`config.mk`:
```
export PLATFORM = sky130hd
export DESIGN_NAME = mem_subsys
export DESIGN_NICKNAME = d
export VERILOG_FILES = /design/src/mem_pkg.sv /design/src/slot_fetch.sv /design/src/slot_arbiter.sv /design/src/rom_loader.sv /design/src/mem_subsys.sv
export SDC_FILE = /design/constraint.sdc
export NUM_CORES = 1
export LEC_CHECK = 0
export ABC_AREA = 1
export ABC_CLOCK_PERIOD_IN_PS = 7200
export BUFFER_PORTS_ARGS = -buffer_cell sky130_fd_sc_hd__buf_2
export CORE_UTILIZATION = 50
export CTS_BUF_LIST = sky130_fd_sc_hd__clkbuf_8
export DETAILED_ROUTE_END_ITERATION = 10
export GPL_TIMING_DRIVEN = 0
export PLACE_DENSITY = 0.78
export SLEW_MARGIN = 15
export SYNTH_ARGS = -nofsm -noshare
export SYNTH_HDL_FRONTEND = slang
export SYNTH_SLANG_ARGS = --single-unit
```
`constraint.sdc`:
```
create_clock -name VB -period 7.2 [get_ports VB]
set_input_delay 1.44 -clock VB [delete_from_list [all_inputs] [get_ports VB]]
set_output_delay 1.44 -clock VB [all_outputs]
set_load 0.05 [all_outputs]
```
`src/mem_pkg.sv`:
```
/*
 * Shared definitions for the SDRAM memory subsystem
 * Address and data widths, the controller request, the slot request
 * and the state encodings of the arbiter and the client slots.
 */
package mem_pkg;

    // Slot count for the request and grant vectors
    localparam int NSLOTS = 3;

    // 16-bit word addressing of the whole SDRAM
    typedef logic [21:0] sdram_addr_t;
    typedef logic [15:0] sdram_word_t;

    // Active low per byte, bit 1 is the upper byte
    typedef logic [1:0] byte_mask_t;

    // Complete access as seen by the SDRAM controller
    typedef struct packed {
        sdram_addr_t addr;
        logic        rnw;
        byte_mask_t  wrmask;
        sdram_word_t wdata;
    } sdram_req_t;

    // Slot read request, region offset already applied
    typedef struct packed {
        logic        req;
        sdram_addr_t addr;
    } slot_req_t;

    typedef enum logic [1:0] {
        IDLE,
        WAIT_ACK,
        WAIT_DATA
    } arb_state_e;

    typedef enum logic {
        READY,
        FETCH
    } fetch_state_e;

endpackage

```
`src/slot_fetch.sv`:
```
/*
 * Read-only client slot on the shared SDRAM
 * Keeps the last fetched word and its address. A miss raises a request
 * at the address plus the region offset, a hit answers from the stored word.
 */
`timescale 1ns/10ps

module slot_fetch #(
    parameter int                   AW     = 16,
    parameter mem_pkg::sdram_addr_t OFFSET = '0
) (
    input  logic                 VB,
    input  logic                 arst_n,
    input  logic                 cs,
    input  logic [AW-1:0]        addr,
    output logic                 ok,
    output mem_pkg::sdram_word_t data,
    output mem_pkg::slot_req_t   req,
    input  logic                 grant_done,
    input  mem_pkg::sdram_word_t rdata
);

    mem_pkg::fetch_state_e state;
    logic [AW-1:0]         last_addr;
    mem_pkg::sdram_word_t  word_q;
    logic                  valid;
    logic                  ok_q;
    logic                  hit;
    logic                  miss;

    // Stored word belongs to the address on the bus
    assign hit  = valid && (addr == last_addr);
    assign miss = (state == mem_pkg::READY) && cs && !hit;

    always_ff @(posedge VB or negedge arst_n) begin
        if (!arst_n) begin
            state <= mem_pkg::READY;
            valid <= 1'b0;
            ok_q  <= 1'b0;
        end else begin
            case (state)
                mem_pkg::READY: begin
                    ok_q <= cs && hit;
                    if (miss) begin
                        state <= mem_pkg::FETCH;
                        valid <= 1'b0;
                    end
                end
                mem_pkg::FETCH: begin
                    // Word arrives together with the grant
                    ok_q <= grant_done;
                    if (grant_done) begin
                        state <= mem_pkg::READY;
                        valid <= 1'b1;
                    end
                end
                default: state <= mem_pkg::READY;
            endcase
        end
    end

    // Address of the pending fetch and the returned word
    always_ff @(posedge VB) begin
        if (miss) begin
            last_addr <= addr;
        end
        if ((state == mem_pkg::FETCH) && grant_done) begin
            word_q <= rdata;
        end
    end

    // Client may move on while cs stays high
    assign ok   = cs && ok_q && hit;
    assign data = word_q;

    assign req.req  = (state == mem_pkg::FETCH);
    assign req.addr = OFFSET + mem_pkg::sdram_addr_t'(last_addr);

endmodule

```
`src/slot_arbiter.sv`:
```
/*
 * Fixed-priority SDRAM arbiter
 * Picks the loader first, then slots 0 to 2, and runs one
 * req/ack/rdy access at a time. Slots wait while downloading.
 */
`timescale 1ns/10ps

module slot_arbiter (
    input  logic                                    VB,
    input  logic                                    arst_n,
    input  logic                                    downloading,
    input  mem_pkg::slot_req_t [mem_pkg::NSLOTS-1:0] slot_reqs,
    output logic [mem_pkg::NSLOTS-1:0]              grant_done,
    output mem_pkg::sdram_word_t                    rdata,
    input  logic                                    wr_req,
    input  mem_pkg::sdram_req_t                     wr_cmd,
    output logic                                    wr_done,
    output logic                                    sdram_req,
    output mem_pkg::sdram_req_t                     sdram_cmd,
    input  logic                                    sdram_ack,
    input  logic                                    data_rdy,
    input  mem_pkg::sdram_word_t                    data_read
);

    localparam int SW = $clog2(mem_pkg::NSLOTS);

    mem_pkg::arb_state_e state;
    mem_pkg::sdram_req_t cmd_q;
    mem_pkg::sdram_req_t slot_cmd;
    logic [SW-1:0]       sel_q;
    logic [SW-1:0]       pick;
    logic                slot_any;

    // Lowest index wins, scan runs downwards so it is assigned last
    always_comb begin
        slot_any = 1'b0;
        pick     = '0;
        for (int i = mem_pkg::NSLOTS - 1; i >= 0; i--) begin
            if (slot_reqs[i].req && !downloading) begin
                slot_any = 1'b1;
                pick     = SW'(i);
            end
        end
    end

    // Slot accesses are plain word reads
    always_comb begin
        slot_cmd.addr   = slot_reqs[pick].addr;
        slot_cmd.rnw    = 1'b1;
        slot_cmd.wrmask = 2'b11;
        slot_cmd.wdata  = '0;
    end

    always_ff @(posedge VB or negedge arst_n) begin
        if (!arst_n) begin
            state <= mem_pkg::IDLE;
        end else begin
            case (state)
                mem_pkg::IDLE: begin
                    if (wr_req || slot_any) begin
                        state <= mem_pkg::WAIT_ACK;
                    end
                end
                mem_pkg::WAIT_ACK: begin
                    // Writes finish at the ack
                    if (sdram_ack) begin
                        state <= cmd_q.rnw ? mem_pkg::WAIT_DATA : mem_pkg::IDLE;
                    end
                end
                mem_pkg::WAIT_DATA: begin
                    if (data_rdy) begin
                        state <= mem_pkg::IDLE;
                    end
                end
                default: state <= mem_pkg::IDLE;
            endcase
        end
    end

    // Command and owner are captured on selection
    always_ff @(posedge VB) begin
        if (state == mem_pkg::IDLE) begin
            sel_q <= pick;
            if (wr_req) begin
                cmd_q <= wr_cmd;
            end else begin
                cmd_q <= slot_cmd;
            end
        end
    end

    assign sdram_req = (state == mem_pkg::WAIT_ACK);
    assign sdram_cmd = cmd_q;
    assign wr_done   = (state == mem_pkg::WAIT_ACK) && sdram_ack && !cmd_q.rnw;

    // Read data goes to all slots, only the owner gets the pulse
    always_comb begin
        grant_done = '0;
        if ((state == mem_pkg::WAIT_DATA) && data_rdy) begin
            grant_done[sel_q] = 1'b1;
        end
    end

    assign rdata = data_read;

endmodule

```
`src/rom_loader.sv`:
```
/*
 * ROM download to SDRAM writer
 * Each ioctl byte becomes a masked 16-bit word write,
 * held until the arbiter reports it done.
 */
`timescale 1ns/10ps

module rom_loader (
    input  logic                VB,
    input  logic                arst_n,
    input  logic                downloading,
    input  logic [22:0]         ioctl_addr,
    input  logic [7:0]          ioctl_data,
    input  logic                ioctl_wr,
    output logic                prog_we,
    output mem_pkg::sdram_req_t prog_cmd,
    input  logic                wr_done
);

    logic take;

    // Bytes arriving during a pending write are lost
    assign take = downloading && ioctl_wr && !prog_we;

    always_ff @(posedge VB or negedge arst_n) begin
        if (!arst_n) begin
            prog_we <= 1'b0;
        end else if (take) begin
            prog_we <= 1'b1;
        end else if (wr_done) begin
            prog_we <= 1'b0;
        end
    end

    always_ff @(posedge VB) begin
        if (take) begin
            prog_cmd.addr  <= ioctl_addr[22:1];
            prog_cmd.rnw   <= 1'b0;
            // Odd byte goes high, even byte goes low
            prog_cmd.wrmask <= ioctl_addr[0] ? 2'b01 : 2'b10;
            prog_cmd.wdata <= {ioctl_data, ioctl_data};
        end
    end

endmodule

```
`src/mem_subsys.sv`:
```
/*
 * Shared SDRAM memory subsystem
 * Main, graphics and sound ROM slots plus the download writer,
 * all multiplexed onto one SDRAM controller port.
 */
`timescale 1ns/10ps

module mem_subsys #(
    parameter int                   MAIN_AW    = 19,
    parameter int                   GFX_AW     = 20,
    parameter int                   SND_AW     = 16,
    parameter mem_pkg::sdram_addr_t MAIN_OFFSET = 22'h00_0000,
    parameter mem_pkg::sdram_addr_t GFX_OFFSET  = 22'h0A_8000,
    parameter mem_pkg::sdram_addr_t SND_OFFSET  = 22'h08_0000
) (
    input  logic                 VB,
    input  logic                 arst_n,
    input  logic                 downloading,
    // ROM download
    input  logic [22:0]          ioctl_addr,
    input  logic [7:0]           ioctl_data,
    input  logic                 ioctl_wr,
    output logic                 prog_we,
    // Main program ROM
    input  logic                 main_cs,
    input  logic [MAIN_AW-1:0]   main_addr,
    output logic                 main_ok,
    output mem_pkg::sdram_word_t main_data,
    // Graphics ROM
    input  logic                 gfx_cs,
    input  logic [GFX_AW-1:0]    gfx_addr,
    output logic                 gfx_ok,
    output mem_pkg::sdram_word_t gfx_data,
    // Sound ROM
    input  logic                 snd_cs,
    input  logic [SND_AW-1:0]    snd_addr,
    output logic                 snd_ok,
    output mem_pkg::sdram_word_t snd_data,
    // SDRAM controller
    output logic                 sdram_req,
    output mem_pkg::sdram_req_t  sdram_cmd,
    input  logic                 sdram_ack,
    input  logic                 data_rdy,
    input  mem_pkg::sdram_word_t data_read
);

    mem_pkg::slot_req_t [mem_pkg::NSLOTS-1:0] slot_reqs;
    logic [mem_pkg::NSLOTS-1:0]               grant_done;
    mem_pkg::sdram_word_t                     rdata;
    mem_pkg::sdram_req_t                      prog_cmd;
    logic                                     wr_done;

    slot_fetch #(.AW(MAIN_AW), .OFFSET(MAIN_OFFSET)) u_main_slot (
        .VB         ( VB            ),
        .arst_n     ( arst_n        ),
        .cs         ( main_cs       ),
        .addr       ( main_addr     ),
        .ok         ( main_ok       ),
        .data       ( main_data     ),
        .req        ( slot_reqs[0]  ),
        .grant_done ( grant_done[0] ),
        .rdata      ( rdata         )
    );

    slot_fetch #(.AW(GFX_AW), .OFFSET(GFX_OFFSET)) u_gfx_slot (
        .VB         ( VB            ),
        .arst_n     ( arst_n        ),
        .cs         ( gfx_cs        ),
        .addr       ( gfx_addr      ),
        .ok         ( gfx_ok        ),
        .data       ( gfx_data      ),
        .req        ( slot_reqs[1]  ),
        .grant_done ( grant_done[1] ),
        .rdata      ( rdata         )
    );

    slot_fetch #(.AW(SND_AW), .OFFSET(SND_OFFSET)) u_snd_slot (
        .VB         ( VB            ),
        .arst_n     ( arst_n        ),
        .cs         ( snd_cs        ),
        .addr       ( snd_addr      ),
        .ok         ( snd_ok        ),
        .data       ( snd_data      ),
        .req        ( slot_reqs[2]  ),
        .grant_done ( grant_done[2] ),
        .rdata      ( rdata         )
    );

    rom_loader u_loader (
        .VB          ( VB          ),
        .arst_n      ( arst_n      ),
        .downloading ( downloading ),
        .ioctl_addr  ( ioctl_addr  ),
        .ioctl_data  ( ioctl_data  ),
        .ioctl_wr    ( ioctl_wr    ),
        .prog_we     ( prog_we     ),
        .prog_cmd    ( prog_cmd    ),
        .wr_done     ( wr_done     )
    );

    slot_arbiter u_arbiter (
        .VB          ( VB          ),
        .arst_n      ( arst_n      ),
        .downloading ( downloading ),
        .slot_reqs   ( slot_reqs   ),
        .grant_done  ( grant_done  ),
        .rdata       ( rdata       ),
        .wr_req      ( prog_we     ),
        .wr_cmd      ( prog_cmd    ),
        .wr_done     ( wr_done     ),
        .sdram_req   ( sdram_req   ),
        .sdram_cmd   ( sdram_cmd   ),
        .sdram_ack   ( sdram_ack   ),
        .data_rdy    ( data_rdy    ),
        .data_read   ( data_read   )
    );

endmodule

```
==> impl_metrics.tcl, run 1 <==
set metrics [dict create \
    coreArea_sq_um 15890 \
    period_minus_slack_ps 4067 \
    grt_pass1_wl_um 29210 \
    critPathKind "in2out" \
    antenna_found_initial 0 \
    synth_seq_cells 182 \
    required_ps 5760 \
    port_buffers 204 \
    synth_nets 935 \
    synthCells 823 \
    syn_area_sq_um 8163 \
    min_path_cells 1 \
    totalWireLength_um 19480 \
    fin_ws_ps 3133 \
    crit_path_end_kind "output pin" \
    synth.distinct_cells 34 \
    drt-wirelength-per-cell_um 15.26 \
    nets 1159 \
    vdd.ir_drop.worst_mv 0.2713 \
    period_share_pct 56.48 \
    cts_max_level 4 \
    chipHeight_um 129.8 \
    cts_tree "done" \
    ys_seq_area_share_pct 66.22 \
    dp_slack_ps 3137 \
    setup_violations 0 \
    cp_top_family "simple AND/OR/NAND/NOR gates" \
    first_global_vias 5780 \
    synth_top_area_cell "edfxtp_1" \
    grt-ovfl-total 0 \
    numCtsBuffers 17 \
    ys_warn_count 0 \
    cts.repair.resized 0 \
    vias 6296 \
    dr.pass1.iters 5 \
    max_freq_ghz 0.2459 \
    clock_latency_ps 480 \
    clkSinkCount 182 \
    hpwl_um 14960 \
    place_congestion 0.9104 \
    p_per_area_nw_per_um2 344.0 \
    finalMaxSlewViolations 0 \
    path_cells "buf_2 -> inv_1 -> nand2_1 -> nand2_1 -> nand3_1 -> nor2_1 -> nand3_1 -> nor2_1 -> nand2_1 -> nor2_1 -> buf_2" \
    die_w_um 129.8 \
    dp.cells 1244 \
    hold_start "u_loader.prog_cmd[17]" \
    post-cts-setup-buffers 0 \
    fin_cells 1276 \
    viasPerCell 4.934 \
    status "complete, no violations" \
    synth_area_leaders "edfxtp_1, nand2_1, inv_1" \
    tightest_slew_ps 864.1 \
    drtAntennaViolNets 0 \
    hold_end "u_arbiter.sdram_cmd[17]" \
    hold_path_class "reg2reg" \
    drc 0 \
    initial_core_util_pct 51.39 \
    diodes 0 \
    io_pins 205 \
    r2r-end "u_gfx_slot.last_addr[1]" \
    cpMaxStageDelayCell "buf_2" \
    reg2reg_depth 9 \
    startpoint_type "input pin" \
    p_leak_nw 4.738 \
    clk_pin_slew_worst_paths_ps 100 \
    crit_buf_inv 3 \
    rr_startpoint "u_gfx_slot.last_addr[4]" \
    finClkSkew_ps 19.60 \
    die-area_sq_um 16840 \
    regToRegSetupSlack_ps 5030 \
    rsz0062_at_grt "false" \
    grt_start_max_net_pins 33 \
    cap_violations 0 \
    rows 46 \
    max_stage_delay_ps 270 \
    cts_hold_repair.buffers 0 \
    worstPathArrival_ps 2630 \
    first_iter_violations 600 \
    p_total_mw 3.410 \
    path_max_fanout 3 \
    ctsRootBufferMaster "clkbuf_8" \
    postSynthAreaPerCell_sq_um 9.918 \
    clockBufferDepth 2 \
    synth_top_area_share_pct 62.54 \
    drive_gt1_share_pct 25.47 \
    worst_slew_margin_rel_pct 42.33 \
    holdWs_ps 512.0 \
    setup_tns_ps 0 \
    track_usage_pct 23.93 \
    finalHoldViolCount 0 \
    area_growth_pct 21.46 \
]
## synthesized netlist by cell type
master      n
inv_1     141
buf_6       1
nor2_1     70
buf_4       8
xnor2_1     5
o21ai_0    17
o31ai_1     1
nand4_1     6
nand3_4     1
a21boi_0    2
nor3_1      4
o311ai_0    1
nand3_2     1
a31oi_4     1
edfxtp_1  170
o31ai_2     1
ha_1        1
buf_2       5
o211ai_1    3
nand2_4     1
clkbuf_2    1
dfrtp_1    12
nor4_1      1
a21oi_1    20
nand3_1    44
nand2_1   273
inv_2       6
nor2_4      1
or2_2       4
xor2_1      3
clkbuf_1    3
nand3b_1    2
o311ai_1    3
o21ai_1    10
## layer usage
layer | up-vias | global-route usage [%] | share of wire, %
met5 | - | 0 | 0
met4 | 0 | 11.29 | 3.1
met3 | 44 | 5.002 | 7.3
met2 | 296 | 39.10 | 48
met1 | 2865 | 30.74 | 42
li1 | 3091 | - | -
## layout make-up
class                           count  area [sq um]
Fill cell                        1355          5971
Sequential cell                   182          5405
Multi-Input combinational cell    476          2101
Timing Repair Buffer              205          1041
Inverter                          147         551.8
Tap cell                          216         270.3
Clock buffer                       17         234.0
Clock inverter                     15         198.9
Buffer                             18         112.6
## registers in the layout (all words and copies together), names as in the netlist, 2 cells and up
| signal | flops |
|---|---|
| u_arbiter.sdram_cmd | 33 |
| u_loader.prog_cmd | 32 |
| u_gfx_slot.last_addr | 20 |
| u_main_slot.last_addr | 19 |
| u_gfx_slot.data | 16 |
| u_main_slot.data | 16 |
| u_snd_slot.data | 16 |
| u_snd_slot.last_addr | 16 |
| u_arbiter.sel_q | 2 |
| u_arbiter.state | 2 |
## power breakdown
| part | total (mW) | internal, mW | switching [mW] |
|---|---|---|---|
| sequential | 1.51 | 1.41 | 0.0969 |
| clock | 0.711 | 0.274 | 0.437 |
| combinational | 1.19 | 0.281 | 0.914 |
| total | 3.41 | 1.96 | 1.45 |
## kinds of logic after synthesis
family	after synthesis	share of synthesized area (%)
AO/OA/AOI/OAI	59	4.277
XOR/XNOR	8	0.8584
adder cells (fa/ha/maj)	1	0.1533
buffers and inverters	165	8.139
flip-flops	182	66.22
AND/OR/NAND/NOR	408	20.36
## stage by stage
stage,instance area [sq um],util [%]
finish,9915,62.41
global route,9915,62.41
CTS,9915,62.41
detailed placement,9482,59.69
global placement,9454,59.51
floorplan,8163,-
## placed cells by master, fill, tap and decap left out, types with 4 or more instances in the layout
cell and n:
nand2_1 273, buf_2 209, edfxtp_1 170, inv_1 140
nor2_1 69, nand3_1 44, a21oi_1 20, o21ai_0 17
clkbuf_8 17, dfrtp_1 12, o21ai_1 10, buf_4 8
inv_2 7, nand4_1 6, clkinv_8 6, xnor2_1 5
or2_2 4, nor3_1 4
## worst register-to-register path, delay by kind of cell, from the launching register on
kind	cells	cell delay, ps
flip-flops	1	430
AND/OR/NAND/NOR	7	680
buffers and inverters	2	680
## how the worst max path moves through the flow
stage / from / end / slack, ps / cells after the start
after floorplan: gfx_addr[5] / gfx_ok / 2830 / 8
after global placement: main_addr[18] / main_ok / 3170 / 11
after CTS: main_addr[18] / main_ok / 3110 / 11
final: main_addr[18] / main_ok / 3130 / 11
after detailed placement: main_addr[18] / main_ok / 3140 / 11
after global routing: main_addr[18] / main_ok / 3010 / 11
No activity file was read; power rests on OpenSTA's default activity.
==> run 2: changes to the inputs <==
--- a/config.mk
+++ b/config.mk
@@ -5,14 +5,14 @@
 export SDC_FILE = /design/constraint.sdc
 export NUM_CORES = 1
 export LEC_CHECK = 0
-export ABC_AREA = 1
-export ABC_CLOCK_PERIOD_IN_PS = 7200
+export ABC_AREA = 0
+export ABC_CLOCK_PERIOD_IN_PS = 3600
 export BUFFER_PORTS_ARGS = -buffer_cell sky130_fd_sc_hd__buf_2
-export CORE_UTILIZATION = 50
+export CORE_UTILIZATION = 49
 export CTS_BUF_LIST = sky130_fd_sc_hd__clkbuf_8
 export DETAILED_ROUTE_END_ITERATION = 10
 export GPL_TIMING_DRIVEN = 0
-export PLACE_DENSITY = 0.78
+export PLACE_DENSITY = 0.81
 export SLEW_MARGIN = 15
 export SYNTH_ARGS = -nofsm -noshare
 export SYNTH_HDL_FRONTEND = slang
==> constraint.sdc (replaced) <==
create_clock -name VB -period 3.6 [get_ports VB]
set_input_delay 0.72 -clock VB [delete_from_list [all_inputs] [get_ports VB]]
set_output_delay 0.72 -clock VB [all_outputs]
set_load 0.05 [all_outputs]
==> run 2 against run 1 <==
Sequential power increased by 87%. Global-route usage decreased by 2.0 points. Via count decreased by 24%. Combinational power increased by 50%. Die area decreased by 9.5%. Sequential cell count unchanged. Register-to-register slack got worse by 4100 ps. Critical endpoint is now gfx_ok. Largest cell class unchanged. Highest routed layer unchanged.
==> impl_metrics.tcl, run 2 <==
set metrics [dict create \
    synth_top_family_by_area "simple AND/OR/NAND/NOR gates" \
    synth_seq_cells 182 \
    hpwl_um 12700 \
    combPwrFrac_pct 30.1 \
    port_buffers 204 \
    drtAntennaViolNets 0 \
    rows 44 \
    cts_tree "done" \
    setup_violations 0 \
    hold_path_class "in2async" \
    internal_power_mw 3.757 \
    status "complete, no violations" \
    cts_max_level 4 \
    finalHoldViolCount 0 \
    io_pins 205 \
    vdd.ir_drop.worst_mv 0.2679 \
    chipHeight_um 123.5 \
    fin_cells 891 \
    grt_start_max_net_pins 31 \
    n_fill_cell 1084 \
    period_share_pct 90.02 \
    clock_latency_ps 460 \
    p_leak_nw 3.520 \
    first_iter_violations 390 \
    synth_nets 579 \
    rr_startpoint "u_gfx_slot.last_addr[19]" \
    drc 0 \
    ys_warn_count 0 \
    synth_area_leaders "edfxtp_1, xor2_1, dfrtp_1" \
    holdWs_ps 133.2 \
    vias 4816 \
    track_usage_pct 21.92 \
    cpMaxStageDelayCell "nor4_1" \
    grt-ovfl-total 0 \
    p_total_mw 5.917 \
    regToRegSetupSlack_ps 920 \
    synth_top_area_cell "edfxtp_1" \
    synth_xor_area_share_pct 7.028 \
    place_congestion 0.8617 \
    finalMaxSlewViolations 0 \
    area_growth_pct 23.92 \
    final_common_cell "buf_2" \
    dr.pass1.iters 7 \
    path_cells "xor2_1 -> nor4_1 -> nand2_1 -> nor4_2 -> buf_2" \
    initial_core_util_pct 49.92 \
    post_dp_cell_area_sq_um 8583 \
    worst_slew_margin_rel_pct 36.95 \
    seqPwrFrac_pct 47.7 \
    synth-edff-count 170 \
    required_ps 2880 \
    path_max_fanout 4 \
    totalWireLength_um 16570 \
    max_freq_ghz 0.3086 \
    synthCells 467 \
    antenna_found_initial 0 \
    synth_top_area_share_pct 70.62 \
    cts_hold_repair.buffers 0 \
    postSynthAreaPerCell_sq_um 15.48 \
    fin_ws_ps 359.1 \
    die-area_sq_um 15240 \
    synth_compound_area_share_pct 6.439 \
    synthAdderAreaFrac_pct 0.1731 \
    async_reset_ff_share_pct 6.593 \
    final_area_sq_um 8957 \
    clockBufferDepth 2 \
    synth.distinct_cells 45 \
    p_per_area_nw_per_um2 660.6 \
    max_stage_delay_ps 570 \
    coreArea_sq_um 14480 \
    reg2reg_depth 4 \
    multi_input_area_sq_um 1713 \
    crit_buf_inv 1 \
    final_util_pct 61.86 \
    syn_area_sq_um 7228 \
    netSwitchingPower_mw 2.160 \
    p_clk_share_pct 22.2 \
    nets 806 \
    grt_pass1_wl_um 23950 \
    ys_top_cells_by_count "edfxtp_1, xor2_1, nand2_1, nor2_1, a21o_1" \
    period_minus_slack_ps 3241 \
    startpoint_type "register" \
    dp.cells 859 \
    critPathKind "reg2out" \
    rsz0062_at_grt "false" \
    tightest_slew_ps 945.7 \
    post-cts-setup-buffers 0 \
    sw_frac_of_total_pct 36.50 \
    cap_violations 0 \
    numCtsBuffers 17 \
    yosys.cell_count.top_type "edfxtp_1" \
    seqCellArea_sq_um 5405 \
    die_w_um 123.5 \
    drive_gt1_share_pct 36.35 \
    synth.area.mux_share_pct 0.2770 \
    largest_reg_flops 33 \
    mostFrequentLayoutCells "buf_2, edfxtp_1, xor2_1, nand2_1, nor2_1" \
    finClkSkew_ps 14.11 \
    synth-main-ff-cell "edfxtp_1" \
    ctsRootBufferMaster "clkbuf_8" \
    cts.repair.resized 0 \
    crit_path_end_kind "output pin" \
    cp_top_family "simple AND/OR/NAND/NOR gates" \
    clkSinkCount 182 \
    drt-wirelength-per-cell_um 18.60 \
    dp_slack_ps 529.8 \
    yosys.area_share.simple_pct 9.261 \
    setup_tns_ps 0 \
    clk_pin_slew_worst_paths_ps 90 \
    diodes 0 \
    r2r-end "u_gfx_slot.last_addr[1]" \
    worstPathArrival_ps 2520 \
    viasPerCell 5.405 \
    first_global_vias 4539 \
    ys_seq_area_share_pct 74.78 \
]
## run 2: power by group through the flow
stage / combinational [mW] / sequential [mW] / clock [mW]
floorplan: 0.624 / 3.51 / 0
global placement: 1.68 / 2.86 / 0
detailed placement: 1.79 / 2.87 / 0
CTS: 1.79 / 2.82 / 1.34
global route: 1.89 / 2.85 / 1.42
finish: 1.78 / 2.82 / 1.32
## run 2: area by class of cell
type	instances	area share [%]
Timing Repair Buffer	208	12.14
Sequential cell	182	60.34
Buffer	22	1.271
Multi-Input combinational cell	254	19.12
Tap cell	184	2.570
Inverter	9	0.3771
Clock inverter	15	1.564
Clock buffer	17	2.612
## run 2: logic make-up (layout without fill, tap and decap cells)
group           Yosys count  after routing
flops                   182            182
simple gates            129            129
compound gates           64             64
xor+xnor                 58             58
buf+inv                  31            271
mux                       2              2
fa+ha+maj                 1              1
## run 2: routing by layer
| metal | global-route usage [%] | up-vias | wire length (um) |
|---|---|---|---|
| li1 | - | 2194 | - |
| met1 | 28.15 | 2349 | 6529 |
| met2 | 36.70 | 240 | 8453 |
| met3 | 4.474 | 33 | 1207 |
| met4 | 8.208 | 0 | 380 |
| met5 | 0 | - | 0 |
## run 2: worst max path at each step
stage                                   startpoint                   to  slack (ps)  cells after the start
after floorplan                        snd_addr[0]               snd_ok         430                      4
after global placement                    data_rdy  u_gfx_slot.data[15]        -640                      3
after detailed placement              gfx_addr[17]               gfx_ok         530                      6
after CTS                 u_gfx_slot.last_addr[17]               gfx_ok         350                      5
after global routing      u_gfx_slot.last_addr[17]               gfx_ok         230                      5
final                     u_gfx_slot.last_addr[17]               gfx_ok         360                      5
==> run 3: changes to the inputs <==
--- a/config.mk
+++ b/config.mk
@@ -6,13 +6,13 @@
 export NUM_CORES = 1
 export LEC_CHECK = 0
 export ABC_AREA = 0
-export ABC_CLOCK_PERIOD_IN_PS = 3600
+export ABC_CLOCK_PERIOD_IN_PS = 3400
 export BUFFER_PORTS_ARGS = -buffer_cell sky130_fd_sc_hd__buf_2
-export CORE_UTILIZATION = 49
+export CORE_UTILIZATION = 50
 export CTS_BUF_LIST = sky130_fd_sc_hd__clkbuf_8
 export DETAILED_ROUTE_END_ITERATION = 10
 export GPL_TIMING_DRIVEN = 0
-export PLACE_DENSITY = 0.81
+export PLACE_DENSITY = 0.79
 export SLEW_MARGIN = 15
 export SYNTH_ARGS = -nofsm -noshare
 export SYNTH_HDL_FRONTEND = slang
==> constraint.sdc (replaced) <==
create_clock -name VB -period 3.4 [get_ports VB]
set_input_delay 0.68 -clock VB [delete_from_list [all_inputs] [get_ports VB]]
set_output_delay 0.68 -clock VB [all_outputs]
set_load 0.05 [all_outputs]
==> run 3 against run 2 <==
Clock skew fell by 1.3 ps. Critical path depth did not move. Sequential share of layout area rose by 0.14 points. Hold slack got worse by 33 ps. Core utilization rose by 2.0 points. Largest cell class unchanged. Highest routed layer unchanged.
==> impl_metrics.tcl, run 3 (same netlist as run 2, synthesis figures left out) <==
set metrics [dict create \
    status "complete, no violations" \
    worst_slew_margin_rel_pct 37.26 \
    max_stage_delay_ps 490 \
    period_share_pct 97.01 \
    largest_reg_flops 33 \
    p_leak_nw 3.511 \
    regToRegSetupSlack_ps 680 \
    io_pins 205 \
    chipHeight_um 122.2 \
    vdd.ir_drop.worst_mv 0.4204 \
    cp_top_family "simple AND/OR/NAND/NOR gates" \
    cts_tree "done" \
    track_usage_pct 22.87 \
    finClkSkew_ps 12.81 \
    fin_ws_ps 101.7 \
    rows 43 \
    area_growth_pct 23.65 \
    rr_startpoint "u_gfx_slot.last_addr[15]" \
    clk_pin_slew_worst_paths_ps 90 \
    tightest_slew_ps 941.2 \
    crit_path_end_kind "output pin" \
    cap_violations 0 \
    clockBufferDepth 2 \
    crit_buf_inv 1 \
    drc 0 \
    cp-startpoint "u_main_slot.last_addr[15]" \
    period_minus_slack_ps 3298 \
    clock_latency_ps 460 \
    r2r-end "u_gfx_slot.last_addr[15]" \
    antenna_found_initial 0 \
    max_freq_ghz 0.3032 \
    worst-path-stages 5 \
    rsz0062_at_grt "false" \
    totalWireLength_um 16600 \
    finalMaxSlewViolations 0 \
    fin_cells 887 \
    reg2reg_depth 4 \
    drive_gt1_share_pct 36.92 \
    p_per_area_nw_per_um2 693.3 \
    setup_violations 0 \
    dr.pass1.iters 4 \
    place_congestion 0.8820 \
    grt_start_max_net_pins 33 \
    grt_pass1_wl_um 24670 \
    drt-wirelength-per-cell_um 18.72 \
    dp.cells 855 \
    first_iter_violations 403 \
    mostFrequentLayoutCells "buf_2, edfxtp_1, xor2_1, nand2_1, nor2_1" \
    cts_hold_repair.buffers 0 \
    worstPathArrival_ps 2620 \
    startpoint_type "register" \
    die_w_um 122.2 \
    finalHoldViolCount 0 \
    drtAntennaViolNets 0 \
    hpwl_um 12740 \
    numCtsBuffers 17 \
    cpMaxStageDelayCell "edfxtp_1" \
    path_cells "xor2_1 -> nor4_1 -> nand3_1 -> nor4_2 -> buf_2" \
    cp-endpoint "main_ok" \
    diodes 0 \
    path_max_fanout 5 \
    clkSinkCount 182 \
    port_buffers 204 \
    required_ps 2720 \
    ctsRootBufferMaster "clkbuf_8" \
    grt-ovfl-total 0 \
    hold_path_class "in2async" \
    final_common_cell "buf_2" \
    dp_slack_ps 296.8 \
    critPathKind "reg2out" \
    vias 4765 \
    first_global_vias 4583 \
    cts_max_level 4 \
    setup_tns_ps 0 \
    initial_core_util_pct 51.67 \
    nets 806 \
    die-area_sq_um 14940 \
    coreArea_sq_um 13990 \
    viasPerCell 5.372 \
]
[run 3: report_power, final]
part	total (mW)	internal, mW	switching (mW)
Sequential	2.98	2.85	0.131
Combinational	1.88	0.469	1.41
Clock	1.34	0.584	0.753
[run 3: final cells by class]
class | count | area (sq um)
flip-flops and latches | 182 | 5405
clock buffers | 21 | 289.0
repair buffers | 208 | 1074
multi-input cells | 254 | 1719
well taps | 180 | 225.2
plain buffers | 22 | 113.9
fillers | 1046 | 5051
inverters | 9 | 33.78
clock inverters | 11 | 77.57
[run 3: worst min-delay path by stage]
stage                                startpoint  slack, ps  cells after the start                 endpoint
after global routing                     arst_n         90                      1          u_snd_slot.ok_q
after global placement    u_loader.prog_cmd[17]        480                      1  u_arbiter.sdram_cmd[17]
after floorplan                          arst_n        380                      0       u_arbiter.state[0]
after detailed placement  u_loader.prog_cmd[16]        510                      1  u_arbiter.sdram_cmd[16]
after CTS                                arst_n         90                      1         u_snd_slot.state
final                                    arst_n        100                      1          u_snd_slot.ok_q
[run 3: stage by stage]
step	util (%)	hold slack (ps)	total power, mW	cell area, sq um
2_1_floorplan	-	384.4	4.378	7241
4_1_cts	63.85	86.24	6.221	8931
5_1_grt	63.89	89.82	6.444	8937
3_3_place_gp	60.67	484.9	4.806	8487
6_report	63.89	99.91	6.196	8937
3_5_place_dp	61.23	505.6	4.913	8564
[run 3: routing by layer]
metal | up-vias | part of all wire [%] | GRT usage, %
met5 | - | 0 | 0
met4 | 0 | 1.2 | 7.622
met3 | 16 | 7.8 | 5.065
met2 | 222 | 50 | 36.76
met1 | 2324 | 41 | 30.96
li1 | 2203 | - | -
[run 3: worst register-to-register path, stage by stage (launching register included)]
cell and delay, ps:
edfxtp_1 500, xor2_1 220, or4_4 550, or4_4 560
o21a_1 510
[run 3: what timing repair did]
action	in CTS	in global routing
endpoints found under the setup margin	0	1
buffers inserted	0	0
resized for setup	0	1
